`config.mk`:
```
export PLATFORM = sky130hd
export DESIGN_NAME = bldc_driver
export DESIGN_NICKNAME = d
export VERILOG_FILES = /design/src/common/bldc_pkg.sv /design/src/verilog/bldc_driver.sv /design/src/verilog/hall_commutator.sv /design/src/motor_fsm/motor_fsm.sv /design/src/hall_monitor/hall_monitor.sv /design/src/phase_pwm/phase_pwm.sv
export SDC_FILE = /design/constraint.sdc
export NUM_CORES = 1
export LEC_CHECK = 0
export BUFFER_PORTS_ARGS = -buffer_cell sky130_fd_sc_hd__buf_2
export CORE_MARGIN = 10
export CORE_UTILIZATION = 63
export DETAILED_ROUTE_END_ITERATION = 10
export GPL_TIMING_DRIVEN = 0
export PLACE_DENSITY = 0.81
export SLEW_MARGIN = 40
export SYNTH_ARGS = -nofsm -noshare
export SYNTH_HDL_FRONTEND = slang
export SYNTH_SLANG_ARGS = --single-unit
```
`constraint.sdc`:
```
create_clock -name clk -period 4.55 [get_ports clk]
set_input_delay 0.455 -clock clk [delete_from_list [all_inputs] [get_ports clk]]
set_output_delay 0.455 -clock clk [all_outputs]
set_load 0.01 [all_outputs]
```
`src/common/bldc_pkg.sv`:
```
/* Shared types and the six-step commutation table for the BLDC controller.
   Hall codes 000 and 111 are treated as invalid and float every phase. */

`default_nettype none

package bldc_pkg;

    // Three phases, A in bit 0, B in bit 1, C in bit 2
    localparam int NUM_PHASES = 3;

    // Motor state machine encoding
    typedef enum logic [2:0] {
        ST_STOP      = 3'd0,
        ST_STARTUP   = 3'd1,
        ST_RUN       = 3'd2,
        ST_POLL_HALL = 3'd3,
        ST_ERROR     = 3'd4
    } motor_state_t;

    typedef logic [2:0] hall_code_t;
    typedef logic [2:0] phase_sel_t;
    typedef logic [1:0] phase_idx_t;

    // Pull-ups on the hall lines make 111 the unplugged code
    localparam hall_code_t HALL_ALL_LOW  = 3'b000;
    localparam hall_code_t HALL_ALL_HIGH = 3'b111;

    // Result of one table lookup
    typedef struct packed {
        logic       valid;
        phase_idx_t high;
        phase_idx_t low;
    } commutation_t;

    // Forward table, reversed by swapping high and low
    function automatic commutation_t commutate(hall_code_t hall, logic direction);
        commutation_t c;
        phase_idx_t   tmp;
        c.valid = 1'b1;
        case (hall)
            3'b001: begin c.high = 2'd0; c.low = 2'd1; end
            3'b011: begin c.high = 2'd0; c.low = 2'd2; end
            3'b010: begin c.high = 2'd1; c.low = 2'd2; end
            3'b110: begin c.high = 2'd1; c.low = 2'd0; end
            3'b100: begin c.high = 2'd2; c.low = 2'd0; end
            3'b101: begin c.high = 2'd2; c.low = 2'd1; end
            default: begin
                c.valid = 1'b0;
                c.high  = 2'd0;
                c.low   = 2'd0;
            end
        endcase
        // A direction of 0 runs the motor backwards
        if (!direction) begin
            tmp    = c.high;
            c.high = c.low;
            c.low  = tmp;
        end
        return c;
    endfunction

endpackage

`default_nettype wire
```
`src/verilog/bldc_driver.sv`:
```
/* BLDC motor controller top. hall is asynchronous and goes through a
   two-flop synchronizer; all other inputs are assumed to be in the clk domain. */

`timescale 1ns/1ps
`default_nettype none

module bldc_driver import bldc_pkg::*; #(
    parameter int PWM_MAX           = 1023,
    parameter int DUTY_WIDTH        = 10,
    parameter int DEAD_TIME         = 3,
    parameter int MIN_DUTY          = 20,
    parameter int RAMP_PERIOD       = 8192,
    parameter int RAMP_STEPS        = 255,
    parameter int HALL_SAMPLE_DIV   = 64,
    parameter int HALL_STEADY_COUNT = 31
) (
    input  wire logic                  clk,
    input  wire logic                  rst_n,
    input  wire logic                  en,
    input  wire hall_code_t            hall,
    input  wire logic [DUTY_WIDTH-1:0] duty_cycle,
    input  wire logic                  direction,
    output phase_sel_t                 phase_h,
    output phase_sel_t                 phase_l,
    output logic                       connected,
    output logic                       fault
);

    hall_code_t hall_meta, hall_s;
    logic hw_fault, disconnected, fault_event, drive_en;
    motor_state_t state;
    logic [DUTY_WIDTH-1:0] drive_duty;
    phase_sel_t drive_sel, float_sel;

    // Two-flop synchronizer for the raw hall lines
    always_ff @(posedge clk or negedge rst_n) begin
        if (!rst_n) begin
            hall_meta <= '0;
            hall_s    <= '0;
        end else begin
            hall_meta <= hall;
            hall_s    <= hall_meta;
        end
    end

    hall_monitor #(.HALL_SAMPLE_DIV(HALL_SAMPLE_DIV), .HALL_STEADY_COUNT(HALL_STEADY_COUNT))
        u_hall_monitor (.clk, .rst_n, .hall_s, .state, .hw_fault, .disconnected, .fault_event);

    motor_fsm #(.DUTY_WIDTH(DUTY_WIDTH), .MIN_DUTY(MIN_DUTY), .RAMP_PERIOD(RAMP_PERIOD),
        .RAMP_STEPS(RAMP_STEPS)) u_motor_fsm (.clk, .rst_n, .en, .duty_cycle, .fault_event,
        .hw_fault, .disconnected, .state, .drive_duty, .drive_en, .fault);

    hall_commutator u_commutator (.hall_s, .direction, .drive_sel, .float_sel);

    // Only the high phase gets the duty; the low phase runs at zero duty, so its
    // low-side gate stays on apart from the dead-time window
    for (genvar j = 0; j < NUM_PHASES; j++) begin : g_phase
        phase_pwm #(.PWM_MAX(PWM_MAX), .DUTY_WIDTH(DUTY_WIDTH), .DEAD_TIME(DEAD_TIME)) u_pwm (
            .clk,
            .rst_n,
            .duty        (drive_sel[j] ? drive_duty : '0),
            .float_phase (float_sel[j] | ~drive_en),
            .gate_h      (phase_h[j]),
            .gate_l      (phase_l[j])
        );
    end

    assign connected = ~disconnected;

endmodule

`default_nettype wire

```
`src/verilog/hall_commutator.sv`:
```
/* Six-step commutation decode. Purely combinational; hall_s must already be
   synchronized. Invalid codes float all three phases. */

`timescale 1ns/1ps
`default_nettype none

module hall_commutator import bldc_pkg::*; (
    input  wire hall_code_t hall_s,
    input  wire logic       direction,
    output phase_sel_t      drive_sel,
    output phase_sel_t      float_sel
);

    commutation_t comm;

    always_comb begin
        comm = commutate(hall_s, direction);

        // Default is everything floating with nothing driven
        drive_sel = '0;
        float_sel = '1;

        if (comm.valid) begin
            // The high phase is the only one that receives PWM duty
            drive_sel[comm.high] = 1'b1;

            // High and low phases are both switched, the remaining one floats
            float_sel[comm.high] = 1'b0;
            float_sel[comm.low]  = 1'b0;
        end
    end

endmodule

`default_nettype wire

```
`src/motor_fsm/motor_fsm.sv`:
```
/* Motor state machine with fixed-time startup ramp. en low forces stop and
   clears fault, but a latched hardware fault sends it back to error. */

`timescale 1ns/1ps
`default_nettype none

module motor_fsm import bldc_pkg::*; #(
    parameter int DUTY_WIDTH  = 10,
    parameter int MIN_DUTY    = 20,
    parameter int RAMP_PERIOD = 8192,
    parameter int RAMP_STEPS  = 255
) (
    input  wire logic                  clk,
    input  wire logic                  rst_n,
    input  wire logic                  en,
    input  wire logic [DUTY_WIDTH-1:0] duty_cycle,
    input  wire logic                  fault_event,
    input  wire logic                  hw_fault,
    input  wire logic                  disconnected,
    output motor_state_t               state,
    output logic [DUTY_WIDTH-1:0]      drive_duty,
    output logic                       drive_en,
    output logic                       fault
);

    localparam int RAMP_W = (RAMP_PERIOD > 1) ? $clog2(RAMP_PERIOD) : 1;
    localparam int STEP_W = $clog2(RAMP_STEPS + 1);
    localparam logic [DUTY_WIDTH-1:0] MIN_D = DUTY_WIDTH'(MIN_DUTY);

    logic [RAMP_W-1:0] ramp_cnt;
    logic [STEP_W-1:0] step_cnt;
    logic duty_low, ramp_tick;

    // Below or at the minimum the motor cannot be kept turning
    assign duty_low  = (duty_cycle <= MIN_D);
    assign ramp_tick = (ramp_cnt == RAMP_W'(RAMP_PERIOD - 1));

    always_ff @(posedge clk or negedge rst_n) begin
        if (!rst_n) begin
            state      <= ST_STOP;
            drive_duty <= '0;
            drive_en   <= 1'b0;
            fault      <= 1'b0;
            ramp_cnt   <= '0;
            step_cnt   <= '0;
        end else if (!en) begin
            state      <= ST_STOP;
            drive_duty <= '0;
            drive_en   <= 1'b0;
            fault      <= 1'b0;
        end else if (fault_event) begin
            // Hardware fault wins over a disconnect seen at the same time
            state      <= (hw_fault || !disconnected) ? ST_ERROR : ST_POLL_HALL;
            drive_duty <= '0;
            drive_en   <= 1'b0;
        end else begin
            case (state)
                ST_STOP: begin
                    drive_duty <= '0;
                    drive_en   <= 1'b0;
                    ramp_cnt   <= '0;
                    step_cnt   <= '0;
                    if (hw_fault) begin
                        state <= ST_ERROR;
                    end else if (disconnected) begin
                        state <= ST_POLL_HALL;
                    end else if (!duty_low) begin
                        // Ramp begins at the minimum running duty
                        state      <= ST_STARTUP;
                        drive_duty <= MIN_D;
                        drive_en   <= 1'b1;
                    end
                end
                ST_STARTUP: begin
                    if (duty_low) begin
                        state    <= ST_STOP;
                        drive_en <= 1'b0;
                    end else if (ramp_tick) begin
                        ramp_cnt <= '0;
                        if (step_cnt == STEP_W'(RAMP_STEPS)) begin
                            state      <= ST_RUN;
                            drive_duty <= duty_cycle;
                        end else begin
                            step_cnt <= step_cnt + 1'b1;
                            // Never overshoot a low command, so the ramp stays monotonic
                            if (drive_duty < duty_cycle) begin
                                drive_duty <= drive_duty + 1'b1;
                            end
                        end
                    end else begin
                        ramp_cnt <= ramp_cnt + 1'b1;
                    end
                end
                ST_RUN: begin
                    drive_duty <= duty_cycle;
                    if (duty_low) begin
                        state    <= ST_STOP;
                        drive_en <= 1'b0;
                    end
                end
                ST_POLL_HALL: begin
                    // Wait for the monitor to see a steady valid code again
                    if (!disconnected) begin
                        state <= ST_STOP;
                    end
                end
                ST_ERROR: begin
                    fault <= 1'b1;
                end
                default: state <= ST_STOP;
            endcase
        end
    end

    // Gates may only be enabled while the motor is ramping or running
    a_drive_en_state: assert property (@(posedge clk) disable iff (!rst_n)
        drive_en |-> (state == ST_STARTUP || state == ST_RUN))
        else $error("drive_en high in state %s", state.name());

endmodule

`default_nettype wire

```
`src/hall_monitor/hall_monitor.sv`:
```
/* Hall fault monitor. Samples once every HALL_SAMPLE_DIV cycles; a steady 000 is a
   hardware fault held until rst_n, a steady 111 is a disconnect. */

`timescale 1ns/1ps
`default_nettype none

module hall_monitor import bldc_pkg::*; #(
    parameter int HALL_SAMPLE_DIV   = 64,
    parameter int HALL_STEADY_COUNT = 31
) (
    input  wire logic         clk,
    input  wire logic         rst_n,
    input  wire hall_code_t   hall_s,
    input  wire motor_state_t state,
    output logic              hw_fault,
    output logic              disconnected,
    output logic              fault_event
);

    localparam int DIV_W    = (HALL_SAMPLE_DIV > 1) ? $clog2(HALL_SAMPLE_DIV) : 1;
    localparam int STEADY_W = $clog2(HALL_STEADY_COUNT + 1);
    localparam logic [STEADY_W-1:0] STEADY_LAST = STEADY_W'(HALL_STEADY_COUNT - 1);

    logic [DIV_W-1:0]    div_cnt;
    logic [STEADY_W-1:0] low_cnt, high_cnt, valid_cnt;
    logic sample_tick, hall_valid;

    assign sample_tick = (div_cnt == DIV_W'(HALL_SAMPLE_DIV - 1));
    assign hall_valid  = (hall_s != HALL_ALL_LOW) && (hall_s != HALL_ALL_HIGH);

    // ======================================================================
    // Sample divider
    // ======================================================================
    always_ff @(posedge clk or negedge rst_n) begin
        if (!rst_n) begin
            div_cnt <= '0;
        end else begin
            div_cnt <= sample_tick ? '0 : div_cnt + 1'b1;
        end
    end

    // ======================================================================
    // Steady-code counters and fault latches
    // ======================================================================
    always_ff @(posedge clk or negedge rst_n) begin
        if (!rst_n) begin
            low_cnt      <= '0;
            high_cnt     <= '0;
            valid_cnt    <= '0;
            hw_fault     <= 1'b0;
            disconnected <= 1'b0;
            fault_event  <= 1'b0;
        end else begin
            fault_event <= 1'b0;
            // A latched hardware fault freezes all monitoring until reset
            if (sample_tick && !hw_fault) begin
                // All-low run, counted toward a hardware fault
                if (hall_s != HALL_ALL_LOW) begin
                    low_cnt <= '0;
                end else if (low_cnt == STEADY_LAST) begin
                    low_cnt     <= '0;
                    hw_fault    <= 1'b1;
                    fault_event <= 1'b1;
                end else begin
                    low_cnt <= low_cnt + 1'b1;
                end

                // All-high run, counted toward a disconnect
                if (hall_s != HALL_ALL_HIGH) begin
                    high_cnt <= '0;
                end else if (high_cnt == STEADY_LAST) begin
                    high_cnt <= '0;
                    if (!disconnected) begin
                        disconnected <= 1'b1;
                        fault_event  <= 1'b1;
                    end
                end else begin
                    high_cnt <= high_cnt + 1'b1;
                end

                // Reconnect only counts while the FSM is polling for the sensor
                if (state != ST_POLL_HALL || !hall_valid) begin
                    valid_cnt <= '0;
                end else if (valid_cnt == STEADY_LAST) begin
                    valid_cnt    <= '0;
                    disconnected <= 1'b0;
                end else begin
                    valid_cnt <= valid_cnt + 1'b1;
                end
            end
        end
    end

    // Once latched, the hardware fault must survive until rst_n
    a_hw_fault_sticky: assert property (@(posedge clk) disable iff (!rst_n)
        hw_fault |=> hw_fault)
        else $error("hw_fault cleared without reset");

endmodule

`default_nettype wire

```
`src/phase_pwm/phase_pwm.sv`:
```
/* Single-phase PWM driver with dead time. Carrier runs 0..PWM_MAX; outputs are
   registered. Duty below DEAD_TIME gives no high-side pulse. */

`timescale 1ns/1ps
`default_nettype none

module phase_pwm #(
    parameter int PWM_MAX    = 1023,
    parameter int DUTY_WIDTH = 10,
    parameter int DEAD_TIME  = 3
) (
    input  wire logic                  clk,
    input  wire logic                  rst_n,
    input  wire logic [DUTY_WIDTH-1:0] duty,
    input  wire logic                  float_phase,
    output logic                       gate_h,
    output logic                       gate_l
);

    localparam int CNT_W = $clog2(PWM_MAX + 1);
    // One spare bit so duty plus dead time cannot wrap
    localparam int CMP_W = ((CNT_W > DUTY_WIDTH) ? CNT_W : DUTY_WIDTH) + 1;
    localparam logic [CMP_W-1:0] DEAD_X = CMP_W'(DEAD_TIME);

    logic [CNT_W-1:0] cnt;
    logic [CMP_W-1:0] cnt_x, duty_x, low_start;
    logic next_h, next_l;

    // ======================================================================
    // Carrier counter
    // ======================================================================
    always_ff @(posedge clk or negedge rst_n) begin
        if (!rst_n) begin
            cnt <= '0;
        end else if (cnt == CNT_W'(PWM_MAX)) begin
            cnt <= '0;
        end else begin
            cnt <= cnt + 1'b1;
        end
    end

    // ======================================================================
    // Gate decode
    // ======================================================================
    assign cnt_x     = CMP_W'(cnt);
    assign duty_x    = CMP_W'(duty);
    assign low_start = duty_x + DEAD_X;

    // High side on from DEAD_TIME up to duty, low side from duty plus DEAD_TIME to
    // the top, so each edge is separated by a dead-time gap
    assign next_h = !float_phase && (cnt_x >= DEAD_X) && (cnt_x < duty_x);
    assign next_l = !float_phase && (cnt_x >= low_start);

    always_ff @(posedge clk or negedge rst_n) begin
        if (!rst_n) begin
            gate_h <= 1'b0;
            gate_l <= 1'b0;
        end else begin
            gate_h <= next_h;
            gate_l <= next_l;
        end
    end

    // Shoot-through guard over the registered outputs
    a_no_shoot_through: assert property (@(posedge clk) disable iff (!rst_n)
        !(gate_h && gate_l))
        else $error("gate_h and gate_l both on");

endmodule

`default_nettype wire

```
### Word level (Yosys, flattened, before mapping)

Index checks and enable logic that the tools add are counted.

| operators by class | value |
|---|---|
| add/sub/neg operators | 13 |
| order comparisons | 15 |
| eq/ne operators | 38 |
| multiplexer cells | 71 |
| bitwise logic cells | 10 |
| reduce and logical (&&, ||, !) cells | 33 |

Operator list:

| operator | number |
|---|---|
| 10-bit two-way mux | 14 |
| 10-bit by 1-bit adder with 10-bit output (second input constant) | 4 |
| 10-bit < comparator | 4 |
| 3-bit two-way mux | 13 |
| 5-bit two-way mux | 7 |
| 10-bit by 2-bit adder with 11-bit output (second input constant) | 3 |
| 10-bit by 11-bit greater-or-equal comparator with 1-bit output | 3 |
| 10-bit equality test (second input constant) | 3 |
| 10-bit by 2-bit greater-or-equal comparator with 1-bit output (second input constant) | 3 |
| 10-bit one-hot mux with 3 select lines | 1 |
| 13-bit two-way mux | 2 |
| 13-bit one-hot mux with 2 select lines | 1 |
| 8-bit two-way mux | 3 |
| 4-bit one-hot mux with 6 select lines | 1 |
| 1-bit two-way mux | 22 |
| 8-bit one-hot mux with 2 select lines | 1 |
| 5-bit by 1-bit adder with 5-bit output (second input constant) | 3 |
| 5-bit equality test (second input constant) | 3 |
| 5-bit by 3-bit inequality test with 1-bit output (second input constant) | 3 |
| 3-bit one-hot mux with 5 select lines | 1 |
| 13-bit by 1-bit adder with 13-bit output (second input constant) | 1 |
| 13-bit equality test (second input constant) | 1 |
| 1-bit logical AND | 13 |
| 3-bit by 2-bit equality test with 1-bit output (second input constant) | 4 |
| other kinds (37) | 66 |

| storage, ports and cells | value |
|---|---|
| bits in registers | 102 |
| output and inout bits | 8 |
| logic and storage cells | 204 |

### Logic depth before layout (Yosys ltp)

| logic depth | value |
|---|---|
| word-level depth | 14 |
| gate-level depth with buffers | 18 |
| mapped depth without buffers | 17 |

### Hierarchy

A second synthesis with hierarchy kept.

| unflattened totals | value |
|---|---|
| cells, all modules | 833 |
| area total of the unflattened synthesis | 7627.3 sq um |

Modules (own cells, without submodules):

| module | times used | cells an instance | area an instance (sq um) |
|---|---|---|---|
| motor_fsm | 1 | 293 | 2496.1 |
| phase_pwm at g_phase[1].u_pwm ... | 2 | 118 | 1138.6 |
| hall_monitor | 1 | 127 | 1271.2 |
| phase_pwm at g_phase[0].u_pwm | 1 | 121 | 1123.6 |
| bldc_driver | 1 | 40 | 360.3 |
| hall_commutator | 1 | 16 | 98.8 |

### Worst setup path before layout

Ideal clock, no wire load.

| timing | value |
|---|---|
| path kind | reg2reg |
| start point | register hall_s[1] |
| end point | register g_phase[1].u_pwm.gate_l |
| library setup time | 131 ps |
| data arrival time | 3067 ps |
| required time | 4419 ps |
| path slack | 1353 ps |
| cell stages (with the launch flop) | 15 |
| buffers on the path | 1 |
| cell sequence | dfrtp_1 -> inv_1 -> ha_1 -> nor3_1 -> a22oi_1 -> nor2_1 -> clkbuf_1 -> nand2_1 -> ha_1 -> ha_1 -> a21o_1 -> a21o_1 -> a211o_1 -> o2111ai_1 -> a31oi_1 |

| on the way | value |
|---|---|
| word-level cells in the longest chain between the ends | 13 |

Ends and longest elaborated chain:

| element | line | text |
|---|---|---|
| from (decl) | bldc_driver.sv:29 | `hall_code_t hall_meta, hall_s;` |
| from (signal assigned) | bldc_driver.sv:42 | `hall_s <= hall_meta;` |
| branches (longest 12 deep; another with 10-bit by 2-bit adder with 11-bit output) | n/a |  |
| 1-bit logical AND * | phase_pwm.sv:52 | `assign next_l = !float_phase && (cnt_x >= low_start);` |
| via g_phase[1].u_pwm.next_l | phase_pwm.sv:27 | `logic next_h, next_l;` |
| to (signal assigned) | phase_pwm.sv:60 | `gate_l <= next_l;` |
| to (decl) | phase_pwm.sv:17 | `output logic gate_l` |

Mark *: on every way through the listed nets, which the timed path passes.
A chain may end at the register's enable or synchronous reset.

### Worst setup path in the final report

Same ends and word-level chain as after synthesis.

==> summary.md <==
| Metric | Value |
|---|---|
| Worst Hold Launch | `hall[1]` |
| DP HPWL | `12.3 mm` |
| First drt pass iteration count | `5` |
| F_max | `251 MHz` |
| CP Max Fanout | `10` |
| DR WL/cell | `roughly 16 um` |
| DR vias/cell | `6.17` |
| Congestion Overflow GR | `0` |
| R2R setup slack | `0.56 ns` |
| RSZ-0062 raised after global routing | `no` |
| Clock Tree Root | `clkbuf_16` |
| DRC | `0` |
| Hold Path Depth | `1` |
| Clk pwr share | `33.7%` |
| Area Overhead vs Synth | `9.36%` |
| GPL Wtd Cong | `0.884` |
| Leakage | `around 3.7 nW` |
| Worst VDD drop | `0.299 mV` |
| All-Layer GR Usage | `approximately a fifth` |
| Max_cap viols | `0` |
| Tightest Hold Check Type | `input port to flop` |
| Die width | `~130 um` |
| Die Area | `approximately 16000 um^2` |
| Worst r2r src | `hall_s[1]$_DFF_PN0_` |
| Post-synth top area share | `a little over a third` |
| Switch share | `33.8%` |
| Avg Inst Size Synth | `8.68 um^2` |
| Critical-path top delay cell | `dfrtp_1` |
| Setup TNS | `0 ns` |
| Final core area utilization | `70.4%` |
| Mapped Area | `7350 um^2` |
| Hold Vio Cnt, Final | `0` |
| Combinational power share | `roughly 27%` |
| Slowest stage delay, CP | `0.49 ns` |
| Syn_nets | `between 900 and 1000` |
| Area leader, netlist | `dfrtp_1` |
| Drt total wl | `approximately 17 mm` |
| CTS tree | `done` |
| Post-Route Skew | `just under 0.009 ns` |
| Layout cell share with drive strength beyond 1 | `approximately 8.4%` |
| Die height | `128 um` |
| Delay-heaviest family, CP | `simple AND/OR/NAND/NOR gates` |
| Max clock buf depth | `2` |
| Fin crit period | `between 3 and 4 ns` |
| N_diodes | `0` |
| Outcome | `completed` |
| R2r endpoint | `g_phase[1].u_pwm.gate_l$_DFF_PN0_` |
| First-pass GRT wire length | `between 20 and 30 mm` |
| Setup CP Type | `flop to flop` |
| Largest cells by area after synthesis | `dfrtp_1 35%, ha_1 15%, nand2_1 6.4%` |
| Most frequent cells in the layout | `125 x nand2_1, 102 x dfrtp_1, 88 x ha_1` |
| Distinct cells, synth | `60` |
| Power density over the cells | `316 nW/um^2` |
| Post-synth EDFFs | `0` |
| Total CTS buffers | `9` |
| Post-synthesis instance total | `around 850` |
| Reg clk slew, reported paths | `approximately 0.07 ns` |
| P_int | `1.68 mW` |
| Ys Warns | `0` |
| Crit start category | `flop` |
| CTS resizes | `0` |
| Final Max Tran Viols | `0` |
| Slew @ Worst Pin | `just under 0.7 ns` |
| Initial antenna violation count | `1` |
| Vias in the first global route | `around 6300` |
| Arr. time, crit path | `4.22 ns` |
| TritonCTS Sinks | `102` |
| CP required | `between 4 and 5 ns` |
| CP Buf/Inv Count | `2` |
| Largest net degree at the start of global routing | `between 70 and 80` |
| Total core area | `~11000 um^2` |
| Footprint of the multi-input gates | `4520 um^2` |
| Port-buffer cells | `24` |
| # setup viols final | `0` |
| Most common cell after layout, fill and taps aside | `nand2_1` |
| Vias | `approximately 6400` |
| #FFs+latches synth | `about 100` |
| H-tree depth | `3` |
| Register area | `2550 um^2` |
| Hold endpoint | `hall_meta[1]$_DFF_PN0_` |
| Initial drt markers | `520` |
| Post-synth ARST share | `100%` |
| Worst path cell trace | `inv_1 -> ha_1 -> nor3_1 -> a22oi_1 -> nor2_1 -> clkbuf_1 -> nand2_1 -> ha_1 -> nor2_1 -> xor2_1 -> nand2_1 -> ha_1 -> o21ai_0 -> nand2b_1 -> a21oi_1 -> nor2_1 -> o21ai_0 -> a31oi_1` |
| PnR Total Power | `2.54 mW` |
| I/O pin cnt | `25` |
| Skew-Pair Late Insertion Delay | `~0.36 ns` |
| Synth Flop Type | `dfrtp_1` |
| Fin nets | `roughly 990` |
| R2r worst-path depth | `18` |
| CP Capture Type | `flop` |
| Num rows | `39` |
| # fillers | `~870` |
| Register area share after synthesis | `a little over a third` |
| ANT nets after route | `0` |
| Period utilisation layout | `87.7%` |
| P_sw | `0.857 mW` |
| Starting Density | `between 60% and 70%` |
| Sequential power share | `between 30% and 40%` |
| Slew margin rel. | `between 50% and 60%` |
## worst reg2reg max path, stage by stage (launching register included)
cell,delay (ns)
dfrtp_1,0.49
inv_1,0.10
ha_1,0.26
nor3_1,0.24
a22oi_1,0.17
nor2_1,0.46
clkbuf_1,0.40
nand2_1,0.17
ha_1,0.34
nor2_1,0.16
xor2_1,0.16
nand2_1,0.08
ha_1,0.32
o21ai_0,0.08
nand2b_1,0.07
a21oi_1,0.15
nor2_1,0.05
o21ai_0,0.10
a31oi_1,0.07
## worst max path at each step
| stage | start | to | slack (ns) | cells past startpoint |
|---|---|---|---|---|
| CTS | hall_s[1]$_DFF_PN0_ | g_phase[1].u_pwm.gate_l$_DFF_PN0_ | 0.61 | 18 |
| floorplan | hall_s[1]$_DFF_PN0_ | g_phase[1].u_pwm.gate_l$_DFF_PN0_ | 1.35 | 14 |
| detailed placement | hall_s[1]$_DFF_PN0_ | g_phase[1].u_pwm.gate_l$_DFF_PN0_ | 0.68 | 18 |
| global placement | hall_s[1]$_DFF_PN0_ | g_phase[1].u_pwm.gate_l$_DFF_PN0_ | 0.78 | 18 |
| global route | hall_s[1]$_DFF_PN0_ | g_phase[1].u_pwm.gate_l$_DFF_PN0_ | 0.11 | 18 |
| finish | hall_s[1]$_DFF_PN0_ | g_phase[1].u_pwm.gate_l$_DFF_PN0_ | 0.56 | 18 |
## cells by family (layout without fill, tap and decap cells)
| family | after synthesis | in the layout | share of synthesized area, % |
|---|---|---|---|
| XOR/XNOR | 52 | 52 | 6.20 |
| AND/OR/NAND/NOR | 356 | 356 | 22.9 |
| AO/OA/AOI/OAI | 174 | 174 | 16.1 |
| buffers and inverters | 67 | 109 | 3.88 |
| flip-flops | 102 | 102 | 34.7 |
| multiplexers | 8 | 8 | 1.19 |
| adder cells (fa/ha/maj) | 88 | 88 | 15.0 |
## layer usage
metal,GRT usage (%),vias up,part of all wire (%)
met5,0,-,0.077
met4,6.09,2,1.3
met3,5.13,28,5.7
met2,33.9,201,47
met1,27.3,3040,45
li1,-,3095,-
## cell usage after synthesis, drive strengths merged (2+ instances only)
cell type  number
o41ai           2
nor3b           2
nand2         125
nand3          40
or3             8
a211o           4
nor3           24
o31ai          10
a211oi          3
nand4          17
o211ai          3
a21o           10
nor2           81
o2111ai         8
dfrtp         102
o21a           12
or3b            3
mux2i           2
and4            3
a31oi          14
nand2b         11
xnor2          22
inv            31
buf            17
xor2           30
clkbuf         19
nand3b          2
a2111oi         3
mux2            6
a22oi          10
or4             3
nor2b          14
nor4            8
ha             88
and2            3
a21oi          23
a41oi           2
o21ai          62
and3           10
## power groups by stage
stage               Combinational (mW)  Sequential [mW]  Clock, mW
floorplan                        0.477             1.00          0
global placement                 0.629             1.01          0
detailed placement               0.658             1.01          0
CTS                              0.665            0.997      0.864
global route                     0.753             1.01      0.907
finish                           0.681             1.00      0.856
## sequential cells by signal, summed over array words and instances, names as in the netlist, 3 cells and up
register	cells
u_hall_monitor.high_cnt	5
g_phase.u_pwm.cnt	30
u_hall_monitor.valid_cnt	5
g_phase.u_pwm.gate_l	3
hall_meta	3
u_motor_fsm.state	3
hall_s	3
u_hall_monitor.low_cnt	5
u_motor_fsm.step_cnt	8
u_hall_monitor.div_cnt	6
g_phase.u_pwm.gate_h	3
u_motor_fsm.drive_duty	10
u_motor_fsm.ramp_cnt	13
## final cells by class
type,count,area share [%]
multi-input cells,678,56.3
flip-flops and latches,102,31.8
clock buffers,9,2.80
well taps,143,2.23
plain buffers,36,2.10
repair buffers,26,2.09
inverters,31,1.45
clock inverters,7,1.28
## through the flow
stage               instance area, um^2  hold WS, ns  setup slack [ns]  cells
floorplan                          7350        0.159              1.35    847
global placement                   7650        0.336             0.777   1014
detailed placement                 7690        0.333             0.681   1015
CTS                                8030        0.199             0.612   1032
global route                       8040        0.192             0.108   1032
finish                             8040        0.204             0.559   1032
## timing repair
item	in CTS	in global routing
buffers inserted	0	0
hold buffers	1	0
endpoints found under the hold margin	32	0
Power figures use the tool's default switching activity.
